`src/source/xgmii_tx_macros.svh`:
```
// data and control widths, frame limits, CRC constants and preamble bytes
`ifndef XGMII_TX_MACROS_SVH
`define XGMII_TX_MACROS_SVH

// XGMII word geometry
`define XGMII_DATA_W 64
`define XGMII_CTRL_W 8

// frame limits in bytes, FCS included
`define ETH_MIN_FRAME_LEN 64
`define ETH_MIN_IFG 12

// preamble and start frame delimiter
`define ETH_PRE 8'h55
`define ETH_SFD 8'hD5

// reflected form of 0x04C11DB7
`define ETH_CRC_POLY 32'hEDB88320
`define ETH_CRC_INIT 32'hFFFFFFFF

`endif

```
`src/source/xgmii_tx_pkg.sv`:
```
// input beat, XGMII word, line character, FSM state, CRC lane, FCS and status types
`include "xgmii_tx_macros.svh"

package xgmii_tx_pkg;

    typedef struct packed {
        logic [`XGMII_DATA_W-1:0] data;
        logic [`XGMII_CTRL_W-1:0] keep;
        logic                     last;
        logic                     user;
    } tx_beat_t;

    typedef struct packed {
        logic [`XGMII_DATA_W-1:0] txd;
        logic [`XGMII_CTRL_W-1:0] txc;
    } xgmii_word_t;

    typedef enum logic [7:0] {
        xgmii_idle  = 8'h07,
        xgmii_start = 8'hFB,
        xgmii_term  = 8'hFD,
        xgmii_error = 8'hFE
    } xgmii_char_e;

    typedef enum logic [2:0] {
        st_idle,
        st_payload,
        st_pad,
        st_fcs_1,
        st_fcs_2,
        st_err,
        st_ifg
    } tx_state_e;

    // entry n is the CRC after n+1 bytes of the word
    typedef logic [7:0][31:0] crc_lanes_t;

    typedef struct packed {
        xgmii_word_t word_0;
        xgmii_word_t word_1;
        logic [3:0]  ifg_offset;
    } fcs_words_t;

    typedef struct packed {
        logic [15:0] pkt_len;
        logic        pkt_good;
        logic        pkt_bad;
        logic        err_user;
        logic        err_underflow;
        logic        valid;
    } tx_stat_t;

endpackage

```
`src/source/eth_crc32.sv`:
```
// byte-parallel CRC-32 engine with running state and registered partial results
`timescale 1ns/1ps
`include "xgmii_tx_macros.svh"

module eth_crc32
    import xgmii_tx_pkg::*;
(
    input  logic                     clk,
    input  logic                     crc_init,
    input  logic                     crc_update,
    input  logic [`XGMII_DATA_W-1:0] data,
    output crc_lanes_t               crc_next,
    output crc_lanes_t               crc_held
);

    // one byte, lsb first
    function automatic logic [31:0] crc_byte(input logic [31:0] crc_in, input logic [7:0] b);
        logic [31:0] c;
        c = crc_in ^ {24'd0, b};
        for (int i = 0; i < 8; i++) begin
            c = c[0] ? ((c >> 1) ^ `ETH_CRC_POLY) : (c >> 1);
        end
        return c;
    endfunction

    // chain through the word, tapping after every byte
    always_comb begin
        logic [31:0] run;
        run = crc_held[`XGMII_CTRL_W-1];
        for (int n = 0; n < `XGMII_CTRL_W; n++) begin
            run = crc_byte(run, data[8*n +: 8]);
            crc_next[n] = run;
        end
    end

    // the full-word entry doubles as the running state
    always_ff @(posedge clk) begin
        if (crc_init) begin
            crc_held[`XGMII_CTRL_W-1] <= `ETH_CRC_INIT;
        end else if (crc_update) begin
            crc_held <= crc_next;
        end
    end

    // controller asserts these from disjoint states
    assert property (@(posedge clk) !(crc_init === 1'b1 && crc_update === 1'b1))
        else $error("crc_init and crc_update high in the same cycle");

endmodule

```
`config.mk`:
```
export PLATFORM = sky130hd
export DESIGN_NAME = eth_crc32
export DESIGN_NICKNAME = d
export VERILOG_FILES = /design/src/source/xgmii_tx_pkg.sv /design/src/source/eth_crc32.sv
export VERILOG_INCLUDE_DIRS = /design/src /design/src/source
export SDC_FILE = /design/constraint.sdc
export NUM_CORES = 1
export LEC_CHECK = 0
export ABC_AREA = 1
export BUFFER_PORTS_ARGS = -buffer_cell sky130_fd_sc_hd__buf_2
export CAP_MARGIN = 15
export CORE_MARGIN = 10
export CORE_UTILIZATION = 30
export CTS_CLUSTER_DIAMETER = 40
export DETAILED_ROUTE_END_ITERATION = 16
export SYNTH_ARGS = -nofsm -noshare
export SYNTH_HDL_FRONTEND = slang
export SYNTH_SLANG_ARGS = --single-unit
```
`constraint.sdc`:
```
create_clock -name clk -period 14.2 [get_ports clk]
set_input_delay 0.71 -clock clk [delete_from_list [all_inputs] [get_ports clk]]
set_output_delay 0.71 -clock clk [all_outputs]
set_load 0.02 [all_outputs]
```
==> summary.txt <==
status -> finished, final reports clean
clock period minus worst slack -> 8.39 ns
met1 Use GR -> 0.284
syn_area_per_cell -> 7.24 µm²
Core Area -> 67,400 µm²
Iter 0 DRT Violations -> 1,892
mux share of post-synthesis cell area -> 0
area share of the largest cell type after synthesis -> 0.329
xor/xnor cell area share of the yosys netlist -> 0.0752
simple-gate share of the synthesized area -> 0.493
headroom to the max-slew limit -> 0.349
crit path buf inv count -> 3
clock skew -> 0.0287 ns
Max H-tree Level -> 2
Fillers -> 7,063
GRT overflow -> 0
share of cells above drive strength 1 -> 0.323
Adder-Cell Fraction of Synth Area -> 0
Core Rows -> 95
Yosys top cell by area -> edfxtp_1
Largest regs -> crc_held: 256 flops
Largest Register -> crc_held
GRT Overall Usage -> 0.231
hold buffers post-CTS -> 0
worst hold-check path type -> register to register
FMAX -> 0.119 GHz
GRT met2 Usage -> 0.377
Syn-to-layout area delta -> 28.1%
port buffer count -> 578
post-CTS sizing -> 0
Die H -> 281 µm
Avg WL per Cell -> 21.8 µm
Synth Area in Compound Gates -> 0.00954
Yosys warning total -> 0
final hold violation count -> 0
global-route wire length before repair -> 135 mm
largest family of logic cells by synthesized area -> simple AND/OR/NAND/NOR gates
gpl congestion -> 0.939
postcts setup bufs -> 0
largest net degree at the start of global routing -> 73
CTS Buf Count -> 57
worst endpoint required time -> 13.49 ns
initial antenna violation count -> 12
unrepaired setup endpoints after global routing -> no
drt total wl -> 95.3 mm
startpoint types -> register
max reg flops -> 256
Crit Path Category -> register to primary output
Post-Syn Instances -> 2,828
grt met3 use -> 0.0630
TNS Setup -> 0 ns
top post-synthesis cells by area -> edfxtp_1 33%, nand2_1 22%, nand3_1 12%, nand2_2 6.7%, xor2_1 4.4%
crit path DAT -> 7.68 ns
sequential share of the synthesized area -> 0.360
Slew @ Worst Pin -> 0.976 ns
worst skew pair latency -> 0.62 ns
Max clock buf depth -> 3
post-route setup slack -> 5.81 ns
synthesis-stage register bit count -> 256
Place WS -> 6.26 ns
die area -> 79,100 µm²
Top Family by Delay on Critical Path -> simple AND/OR/NAND/NOR gates
DP HPWL -> 78.6 mm
critical path's largest stage delay -> 0.62 ns
CP max FO -> 11
DRC violations left -> 0
vias in the first global route -> 20,272
Clk Tree Root Cell -> clkbuf_16
CP Capture Type -> primary output
vias per cell -> 4.94
Detail Route Antenna Nets -> 0
final setup fails -> 0
most used cell, CP -> nand2_1
Reg clk slew, reported paths -> 0.05 ns
max-slew violations -> 0
Syn Nets -> 2,895
GRT busiest layer -> met2
layout net count -> 3,512
fin crit share -> 0.591
Syn Std Cell Area -> 20,500 µm²
Max-cap violations -> 0
Starting Density -> 0.304
Die X -> 281 µm
Yosys cell types -> 37
vias -> 21,593
CTS tree -> done
I/O pin count -> 579
Clock Sinks -> 256
drt first pass iters -> 6
CP max-delay cell -> xor2_1
==> area by class of cell <==
type	count	area [µm²]	share of cell area
clock buffers	63	1480	0.0564
flip-flops and latches	256	7370	0.281
repair buffers	583	2930	0.112
well taps	873	1090	0.0417
inverters	276	1060	0.0403
clock inverters	44	438	0.0167
multi-input cells	2271	11800	0.452
diodes	6	15.0	0.000573
==> kinds of logic after synthesis <==
family          count (synthesis)
compound gates                 36
buf+inv                       301
xor+xnor                      146
simple gates                 2089
flops                         256
==> placed cells by master, fill, tap and decap left out, types with 2 or more instances in the layout <==
cell type | synthesis | final
nand2_1 | 1203 | 1203
buf_2 | 2 | 578
nand3_1 | 489 | 489
edfxtp_1 | 224 | 224
nand2_2 | 218 | 218
inv_1 | 216 | 216
xor2_1 | 104 | 104
nand3_2 | 81 | 81
clkbuf_16 | 0 | 58
nand2_4 | 52 | 52
inv_2 | 50 | 50
dfxtp_1 | 32 | 32
a21oi_1 | 27 | 27
inv_6 | 0 | 18
xnor2_1 | 17 | 17
xor2_2 | 17 | 17
and2_1 | 13 | 13
inv_4 | 8 | 9
clkinv_2 | 1 | 8
diode_2 | 0 | 6
nor2_1 | 7 | 6
nand4_1 | 6 | 6
xor2_4 | 6 | 6
clkinv_1 | 1 | 6
nand2_8 | 5 | 5
o211ai_1 | 5 | 5
buf_4 | 1 | 5
nand3b_1 | 4 | 4
clkbuf_1 | 8 | 4
bufinv_16 | 0 | 4
or2_1 | 3 | 3
nand3_4 | 3 | 3
or2_2 | 3 | 3
clkinv_4 | 0 | 3
nor2_2 | 2 | 2
o21ai_0 | 2 | 2
clkinvlp_4 | 0 | 2
inv_8 | 0 | 2
==> Yosys cell counts <==
library cell / number
nand2_8: 5
xor2_1: 104
nand2_4: 52
nand3_1: 489
o211ai_1: 5
xnor2_1: 17
buf_8: 1
inv_2: 50
nor2_2: 2
a21o_1: 1
xor2_2: 17
and2_1: 13
edfxtp_1: 224
or2_2: 3
o21ai_1: 1
nand2_2: 218
xnor2_2: 1
buf_2: 2
a21oi_1: 27
o21ai_0: 2
xnor3_1: 1
nand2_1: 1203
nand4_1: 6
buf_6: 13
buf_4: 1
xor2_4: 6
clkinv_1: 1
nand3b_1: 4
nand3_2: 81
clkinv_2: 1
inv_4: 8
nor2_1: 7
nand3_4: 3
or2_1: 3
dfxtp_1: 32
inv_1: 216
clkbuf_1: 8
==> worst register-to-register path, delay by kind of cell (launching register included) <==
kind | cells | cell delay [ns]
flip-flops | 1 | 0.50
XOR/XNOR | 2 | 0.99
buffers and inverters | 2 | 0.16
AND/OR/NAND/NOR | 39 | 5.43
==> worst paths after layout <==
kind / startpoint / to / slack, ns / depth (start not counted)
worst max-delay path: crc_held[228] / crc_next[231] / 5.81 / 42
worst min-delay path: crc_held[252] / crc_held[252] / 0.52 / 2
worst max register to register: crc_held[228] / crc_held[231] / 7.06 / 43
worst min register to register: crc_held[252] / crc_held[252] / 0.52 / 2
==> per-stage QoR <==
step,cells,hold slack [ns],utilization,instance area (µm²)
floorplan,2828,0.580,-,20500
finish,4372,0.515,0.389,26200
detailed placement,4259,0.509,0.360,24300
global route,4368,0.569,0.389,26200
CTS,4366,0.519,0.389,26200
global placement,4259,0.500,0.360,24300
==> per-layer routing <==
metal  up-vias  routed length, µm
met5         -                 36
met4         6               3760
met3       168               9130
met2       996              44300
met1     10032              38100
li1      10391                  -
Power is not shown: default switching activity piles up to over one toggle a cycle in this logic, so the estimate is an artifact.
