--- src/source/xgmii_tx_macros.svh ---
// data and control widths, frame limits, CRC constants and preamble bytes
`ifndef XGMII_TX_MACROS_SVH
`define XGMII_TX_MACROS_SVH

// XGMII word geometry
`define XGMII_DATA_W 64
`define XGMII_CTRL_W 8

// frame limits in bytes, FCS included
`define ETH_MIN_FRAME_LEN 64
`define ETH_MIN_IFG 12

// preamble and start frame delimiter
`define ETH_PRE 8'h55
`define ETH_SFD 8'hD5

// reflected form of 0x04C11DB7
`define ETH_CRC_POLY 32'hEDB88320
`define ETH_CRC_INIT 32'hFFFFFFFF

`endif

--- src/source/xgmii_tx_pkg.sv ---
// input beat, XGMII word, line character, FSM state, CRC lane, FCS and status types
`include "xgmii_tx_macros.svh"

package xgmii_tx_pkg;

    typedef struct packed {
        logic [`XGMII_DATA_W-1:0] data;
        logic [`XGMII_CTRL_W-1:0] keep;
        logic                     last;
        logic                     user;
    } tx_beat_t;

    typedef struct packed {
        logic [`XGMII_DATA_W-1:0] txd;
        logic [`XGMII_CTRL_W-1:0] txc;
    } xgmii_word_t;

    typedef enum logic [7:0] {
        xgmii_idle  = 8'h07,
        xgmii_start = 8'hFB,
        xgmii_term  = 8'hFD,
        xgmii_error = 8'hFE
    } xgmii_char_e;

    typedef enum logic [2:0] {
        st_idle,
        st_payload,
        st_pad,
        st_fcs_1,
        st_fcs_2,
        st_err,
        st_ifg
    } tx_state_e;

    // entry n is the CRC after n+1 bytes of the word
    typedef logic [7:0][31:0] crc_lanes_t;

    typedef struct packed {
        xgmii_word_t word_0;
        xgmii_word_t word_1;
        logic [3:0]  ifg_offset;
    } fcs_words_t;

    typedef struct packed {
        logic [15:0] pkt_len;
        logic        pkt_good;
        logic        pkt_bad;
        logic        err_user;
        logic        err_underflow;
        logic        valid;
    } tx_stat_t;

endpackage

--- src/source/xgmii_tx_ctrl.sv ---
// framing FSM with padding, error drop, gap and length counters, status and XGMII register
`timescale 1ns/1ps
`include "xgmii_tx_macros.svh"

module xgmii_tx_ctrl
    import xgmii_tx_pkg::*;
(
    input  logic                     clk,
    input  logic                     reset_crc,
    input  tx_beat_t                 s_beat,
    input  logic                     s_valid,
    output logic                     s_ready,
    input  logic [7:0]               tx_ifg,
    input  logic                     tx_enable,
    output logic [`XGMII_DATA_W-1:0] held_data,
    output logic [2:0]               held_empty,
    output logic                     crc_init,
    output logic                     crc_update,
    input  fcs_words_t               fcs,
    output xgmii_word_t              xgmii,
    output tx_stat_t                 stat
);

    localparam logic [7:0] min_payload = 8'(`ETH_MIN_FRAME_LEN - 4);
    localparam logic [7:0] word_bytes = 8'(`XGMII_CTRL_W);
    localparam xgmii_word_t idle_word = '{
        txd: {`XGMII_CTRL_W{xgmii_idle}},
        txc: {`XGMII_CTRL_W{1'b1}}
    };

    tx_state_e state;
    tx_state_e state_next;
    logic frame_open;
    logic frame_open_next;
    logic ready_next;
    logic handshake;
    logic take_beat;
    logic [`XGMII_DATA_W-1:0] beat_masked;
    logic [`XGMII_DATA_W-1:0] held_data_next;
    logic [2:0] keep_empty;
    logic [2:0] held_empty_next;
    logic [7:0] min_in;
    logic [7:0] min_count;
    logic [7:0] min_count_next;
    logic [15:0] frame_len;
    logic [15:0] frame_len_next;
    logic [7:0] gap;
    logic [7:0] ifg_count;
    logic [7:0] ifg_count_next;
    logic err_user;
    logic err_user_next;
    logic err_underflow;
    logic err_underflow_next;
    xgmii_word_t xgmii_next;
    tx_stat_t stat_next;

    // keep is contiguous from lane 0
    function automatic logic [2:0] keep_to_empty(input logic [`XGMII_CTRL_W-1:0] keep);
        int n;
        n = 1;
        for (int i = 0; i < `XGMII_CTRL_W; i++) begin
            if (keep[i]) begin
                n = i + 1;
            end
        end
        return 3'(`XGMII_CTRL_W - n);
    endfunction

    always_comb begin
        for (int i = 0; i < `XGMII_CTRL_W; i++) begin
            beat_masked[8*i +: 8] = s_beat.keep[i] ? s_beat.data[8*i +: 8] : 8'h00;
        end
    end

    assign keep_empty = keep_to_empty(s_beat.keep);
    assign handshake = s_valid && s_ready;
    assign gap = (tx_ifg > 8'(`ETH_MIN_IFG)) ? tx_ifg : 8'(`ETH_MIN_IFG);

    always_comb begin
        state_next = state;
        frame_open_next = frame_open;
        ready_next = 1'b0;
        crc_init = 1'b0;
        crc_update = 1'b0;
        take_beat = 1'b0;
        held_data_next = held_data;
        held_empty_next = held_empty;
        min_in = min_count;
        frame_len_next = frame_len + 16'(word_bytes);
        ifg_count_next = ifg_count;
        err_user_next = err_user;
        err_underflow_next = err_underflow;
        xgmii_next = idle_word;
        stat_next = '0;

        if (handshake) begin
            frame_open_next = !s_beat.last;
        end

        case (state)
            st_idle: begin
                crc_init = 1'b1;
                ready_next = tx_enable;
                frame_len_next = '0;
                if (handshake) begin
                    xgmii_next.txd = {`ETH_SFD, {6{`ETH_PRE}}, xgmii_start};
                    xgmii_next.txc = 8'h01;
                    min_in = min_payload;
                    take_beat = 1'b1;
                end
            end
            st_payload: begin
                crc_update = 1'b1;
                xgmii_next.txd = held_data;
                xgmii_next.txc = '0;
                take_beat = 1'b1;
            end
            st_pad: begin
                crc_update = 1'b1;
                ready_next = frame_open_next;
                xgmii_next.txd = held_data;
                xgmii_next.txc = '0;
                held_data_next = '0;
                held_empty_next = '0;
                if (min_count <= word_bytes) begin
                    held_empty_next = 3'(word_bytes - min_count);
                    state_next = st_fcs_1;
                end
            end
            st_fcs_1: begin
                crc_update = 1'b1;
                ready_next = frame_open_next;
                xgmii_next = fcs.word_0;
                if (held_empty <= 3'd4) begin
                    state_next = st_fcs_2;
                end else begin
                    stat_next.pkt_len = frame_len + 16'd12 - 16'(held_empty);
                    stat_next.pkt_good = 1'b1;
                    stat_next.valid = 1'b1;
                    ifg_count_next = gap - 8'(fcs.ifg_offset) + 8'd1;
                    state_next = st_ifg;
                end
            end
            st_fcs_2: begin
                ready_next = frame_open_next;
                xgmii_next = fcs.word_1;
                stat_next.pkt_len = frame_len + 16'd4 - 16'(held_empty);
                stat_next.pkt_good = 1'b1;
                stat_next.valid = 1'b1;
                ifg_count_next = gap - 8'(fcs.ifg_offset) + 8'd1;
                state_next = st_ifg;
            end
            st_err: begin
                ready_next = frame_open_next;
                xgmii_next.txd = {xgmii_term, {7{xgmii_error}}};
                xgmii_next.txc = '1;
                stat_next.pkt_len = frame_len;
                stat_next.pkt_bad = 1'b1;
                stat_next.err_user = err_user;
                stat_next.err_underflow = err_underflow;
                stat_next.valid = 1'b1;
                // terminate sits in lane 7, no idle lanes behind it
                ifg_count_next = gap;
                state_next = st_ifg;
            end
            st_ifg: begin
                ready_next = frame_open_next;
                ifg_count_next = (ifg_count > word_bytes) ? ifg_count - word_bytes : '0;
                // stay until the gap is served and any dropped frame has drained
                if (ifg_count_next == '0 && !frame_open_next) begin
                    ready_next = tx_enable;
                    state_next = st_idle;
                end
            end
            default: begin
                state_next = st_idle;
            end
        endcase

        min_count_next = (min_in > word_bytes) ? min_in - word_bytes : '0;

        // decide what the incoming beat does to the frame
        if (take_beat) begin
            held_data_next = beat_masked;
            held_empty_next = keep_empty;
            ready_next = 1'b1;
            state_next = st_payload;
            if (!s_valid || s_beat.user) begin
                ready_next = frame_open_next;
                err_user_next = s_valid && s_beat.user;
                err_underflow_next = !s_valid;
                state_next = st_err;
            end else if (s_beat.last) begin
                ready_next = 1'b0;
                if (min_in > word_bytes) begin
                    // masked lanes are already zero padding
                    held_empty_next = '0;
                    state_next = st_pad;
                end else begin
                    if (min_in != '0 && keep_empty > 3'(word_bytes - min_in)) begin
                        held_empty_next = 3'(word_bytes - min_in);
                    end
                    state_next = st_fcs_1;
                end
            end
        end
    end

    always_ff @(posedge clk) begin
        if (reset_crc) begin
            state <= st_idle;
            frame_open <= 1'b0;
            s_ready <= 1'b0;
            ifg_count <= '0;
            xgmii <= idle_word;
            stat <= '0;
        end else begin
            state <= state_next;
            frame_open <= frame_open_next;
            s_ready <= ready_next;
            ifg_count <= ifg_count_next;
            xgmii <= xgmii_next;
            stat <= stat_next;
        end
    end

    always_ff @(posedge clk) begin
        held_data <= held_data_next;
        held_empty <= held_empty_next;
        min_count <= min_count_next;
        frame_len <= frame_len_next;
        err_user <= err_user_next;
        err_underflow <= err_underflow_next;
    end

    assert property (@(posedge clk) disable iff (reset_crc) !$isunknown(xgmii.txc))
        else $error("xgmii txc unknown");

    assert property (@(posedge clk) disable iff (reset_crc) !(stat.pkt_good && stat.pkt_bad))
        else $error("frame reported good and bad together");

endmodule

--- config.mk ---
export PLATFORM = sky130hd
export DESIGN_NAME = xgmii_tx_ctrl
export DESIGN_NICKNAME = d
export VERILOG_FILES = /design/src/source/xgmii_tx_pkg.sv /design/src/source/xgmii_tx_ctrl.sv
export VERILOG_INCLUDE_DIRS = /design/src /design/src/source
export SDC_FILE = /design/constraint.sdc
export NUM_CORES = 1
export LEC_CHECK = 0
export ABC_AREA = 1
export BUFFER_PORTS_ARGS = -buffer_cell sky130_fd_sc_hd__buf_4
export CORE_UTILIZATION = 40
export CTS_CLUSTER_SIZE = 16
export DETAILED_ROUTE_END_ITERATION = 10
export MAX_ROUTING_LAYER = met4
export PLACE_DENSITY_LB_ADDON = 0.12
export SYNTH_ARGS = -nofsm -noshare
export SYNTH_HDL_FRONTEND = slang
export SYNTH_SLANG_ARGS = --single-unit
--- constraint.sdc ---
create_clock -name clk -period 3.5 [get_ports clk]
set_input_delay 0 -clock clk [delete_from_list [all_inputs] [get_ports clk]]
set_output_delay 0 -clock clk [all_outputs]
set_load 0.005 [all_outputs]
==> flow_summary.ini <==
[synth]
synth_xor_area_share_pct = 0.694
yosys.area.top_type_share_pct = 25.2
synth_top_family_by_area = simple AND/OR/NAND/NOR gates
ys_types = 47
syn_nets = 1587
yosysSeqAreaShare_pct = 45.7
synth_area_um2 = 10100
ys.flop_type = dfxtp_1
synth_edf_count = 69
synth_area_leaders = dfxtp_1, edfxtp_1, nand2_1, ha_1, inv_1
synth_top_cell_by_area = dfxtp_1
synth_compound_area_share_pct = 12.5
ys_async_sr_fraction_pct = 0
yosys.area_share.adder_pct = 7.63
ys_warn_count = 0
ys_seq_elements = 196
syn_avg_cell_area_um2 = 7.81
synth-simple-area-share_pct = 24.1
synthCells = 1292
synth.area.mux_share_pct = 0

[detailed_routing]
routed_via_density = 5.09
drt_wl_total_um = 40500
vias = 11373
drt_iter0_drc = 938
drc = 0
antenna_left = 0
wire_per_inst_um = 18.1
first_pass_iters = 5

[timing]
finalMaxSlewViolations = 0
setup_violations = 0
post-route-period-util_pct = 90.0
holdWs_ps = 1.96
max_freq_mhz = 317
finClkSkew_ps = 20.0
hold_violations = 0
tightest_slew_ps = 979
maxSlewHeadroom_pct = 34.7
fin_crit_ps = 3150
rsz0062_at_grt = false
setup_tns_ps = 0

[floorplan]
die_h_um = 161
num_io_pins = 397
rows = 57
die_x_um = 161
initial_core_util_pct = 41.2
die-area_um2 = 25900
design.core.area_um2 = 24500

[clock_network]
h-tree-depth = 4
tritoncts = yes
insertion_delay_ps = 450
cts_root_buffer = clkbuf_16
clockBufferDepth = 2
clock_sinks = 196
clk_pin_slew_ps = 80
cts_buffers = 17

[setup_path]
crit_path_start_kind = register
crit_path_end_kind = register
crit_required_ps = 3690
cp_max_fo = 11
setup.worst_path.class = register to register
arrival_ps = 3340

[layout]
syn_to_final_growth_pct = 60.0
nNetsFinal = 2192
drive_gt1_share_pct = 25.0
fin_util_pct = 65.8

[pwr]
leakagePower_nw = 7.53
peakVddDrop_mv = 0.509
p_total_mw = 9.99
p_per_area_nw_per_um2 = 619

[placed_design]
gp_congestion = 0.935
hpwl_um = 28900
io_buffers = 396

[grt]
grt_use_total_pct = 31.3
grt_pass1_vias = 11221
grt_pass1_wl_um = 60500
grt_overflow = 0
antenna_found_initial = 1
grt_start_max_net_pins = 73

[hold_path]
holdCritPathClass = primary input to register

[run]
max-cap-violations = 0

[run_status]
status = complete, no violations
## layer usage
| layer | GRT usage, % | part of all wire, % | up-vias |
|---|---|---|---|
| met3 | 6.33 | 7.4 | 110 |
| li1 | - | - | 5432 |
| met2 | 53.0 | 49 | 521 |
| met5 | - | 0 | - |
| met4 | 13.5 | 3.9 | 0 |
| met1 | 35.9 | 40 | 5310 |
## registers in the layout, summed over array words and instances, names as in the netlist
signal / flops
xgmii: 72
held_data: 64
stat: 21
frame_len: 13
ifg_count: 8
min_count: 8
held_empty: 3
state: 3
err_underflow: 1
err_user: 1
frame_open: 1
s_ready: 1
## kinds of logic after synthesis
logic type      count (synthesis)
fa+ha+maj                      61
buf+inv                       236
simple gates                  575
xor+xnor                        8
compound gates                216
flops                         196
## cell usage after synthesis, drive strengths merged, types with 3 or more instances
| library cell | count |
|---|---|
| xor2 | 6 |
| nand4 | 30 |
| ha | 60 |
| o21ai | 52 |
| o21bai | 4 |
| a21oi | 88 |
| nor2 | 145 |
| dfxtp | 127 |
| a41oi | 10 |
| clkbuf | 12 |
| nand2 | 320 |
| inv | 193 |
| nor3b | 3 |
| a221oi | 6 |
| edfxtp | 69 |
| o221ai | 3 |
| a31oi | 38 |
| o31ai | 3 |
| buf | 29 |
| nor3 | 9 |
| nand3 | 57 |
| or2 | 8 |
## timing repair
item	4_1_cts	5_1_grt
endpoints found under the hold margin	159	0
hold buffers	215	0
setup endpoints to repair	0	3
gates resized for setup	0	1
setup buffers	0	2
## power breakdown
group | total [mW] | leakage (nW) | switching [mW] | internal [mW]
registers | 3.56 | 1.70 | 0.393 | 3.17
clock network | 1.97 | 0.286 | 1.01 | 0.959
logic | 4.46 | 5.55 | 2.44 | 2.01
total | 9.99 | 7.53 | 3.85 | 6.14
## final timing paths
check | cells past startpoint | endpoint | from | slack [ps]
min | 4 | xgmii[65]$_SDFF_PP1_ | fcs[69] | 2
min reg2reg | 2 | min_count[1]$_SDFF_PP0_ | min_count[1]$_SDFF_PP0_ | 500
max | 16 | held_empty[0]$_DFFE_PP_ | state[0]$_SDFFE_PP0P_ | 350
max reg2reg | 16 | held_empty[0]$_DFFE_PP_ | state[0]$_SDFFE_PP0P_ | 350
## placed cells by master (no fill, tap or decap), types with 2 or more instances in the layout
master,count
clkinv_4,3
a21boi_0,2
nor3b_1,3
inv_6,4
nand2_1,314
a21oi_1,88
nor2_1,139
inv_2,7
a221oi_1,6
clkinv_8,3
o31ai_1,3
a31oi_1,38
nand4_1,30
edfxtp_1,69
xnor2_1,2
nor3_1,8
o221ai_1,3
nor2_2,3
dlygate4sd3_1,215
clkbuf_16,17
nand2_4,4
ha_1,60
a21o_1,2
a41oi_1,10
inv_1,185
dfxtp_1,127
nor2_4,3
buf_4,411
clkinv_1,3
or2_2,8
a22oi_1,2
o21bai_1,4
o21ai_2,2
o21ai_0,50
nand2_2,2
inv_8,4
nand3_1,56
xor2_1,6
## stage by stage
stage / worst slack [ps] / area (um2) / std cells
floorplan: 715 / 10100 / 1292
global placement: 222 / 13400 / 1985
detailed placement: 199 / 13400 / 1985
CTS: 177 / 16100 / 2232
global route: 85.9 / 16200 / 2235
finish: 349 / 16200 / 2235
## area by class of cell
type                       instances  area (um2)
sequential                       196        4610
antenna                            1        2.50
clock buffer                      17         425
fill                            2012        8380
timing repair buffer             627        5260
multi-input combinational        860        4550
inverter                         195         734
clock inverter                    15         159
tap                              324         405
## worst max-delay path, stage by stage, from the launching register on
cell,delay (ps)
dfxtp_1,460
nor2_4,70
nand2_4,130
inv_4,80
nand2_4,140
inv_2,90
nor2_1,160
inv_1,100
ha_1,230
xor2_1,190
ha_1,340
nand2_1,60
or2_2,270
a32oi_2,290
nand4_1,130
nand3_1,100
nand2_1,50
Note: power is estimated with default switching activity, not from simulation.
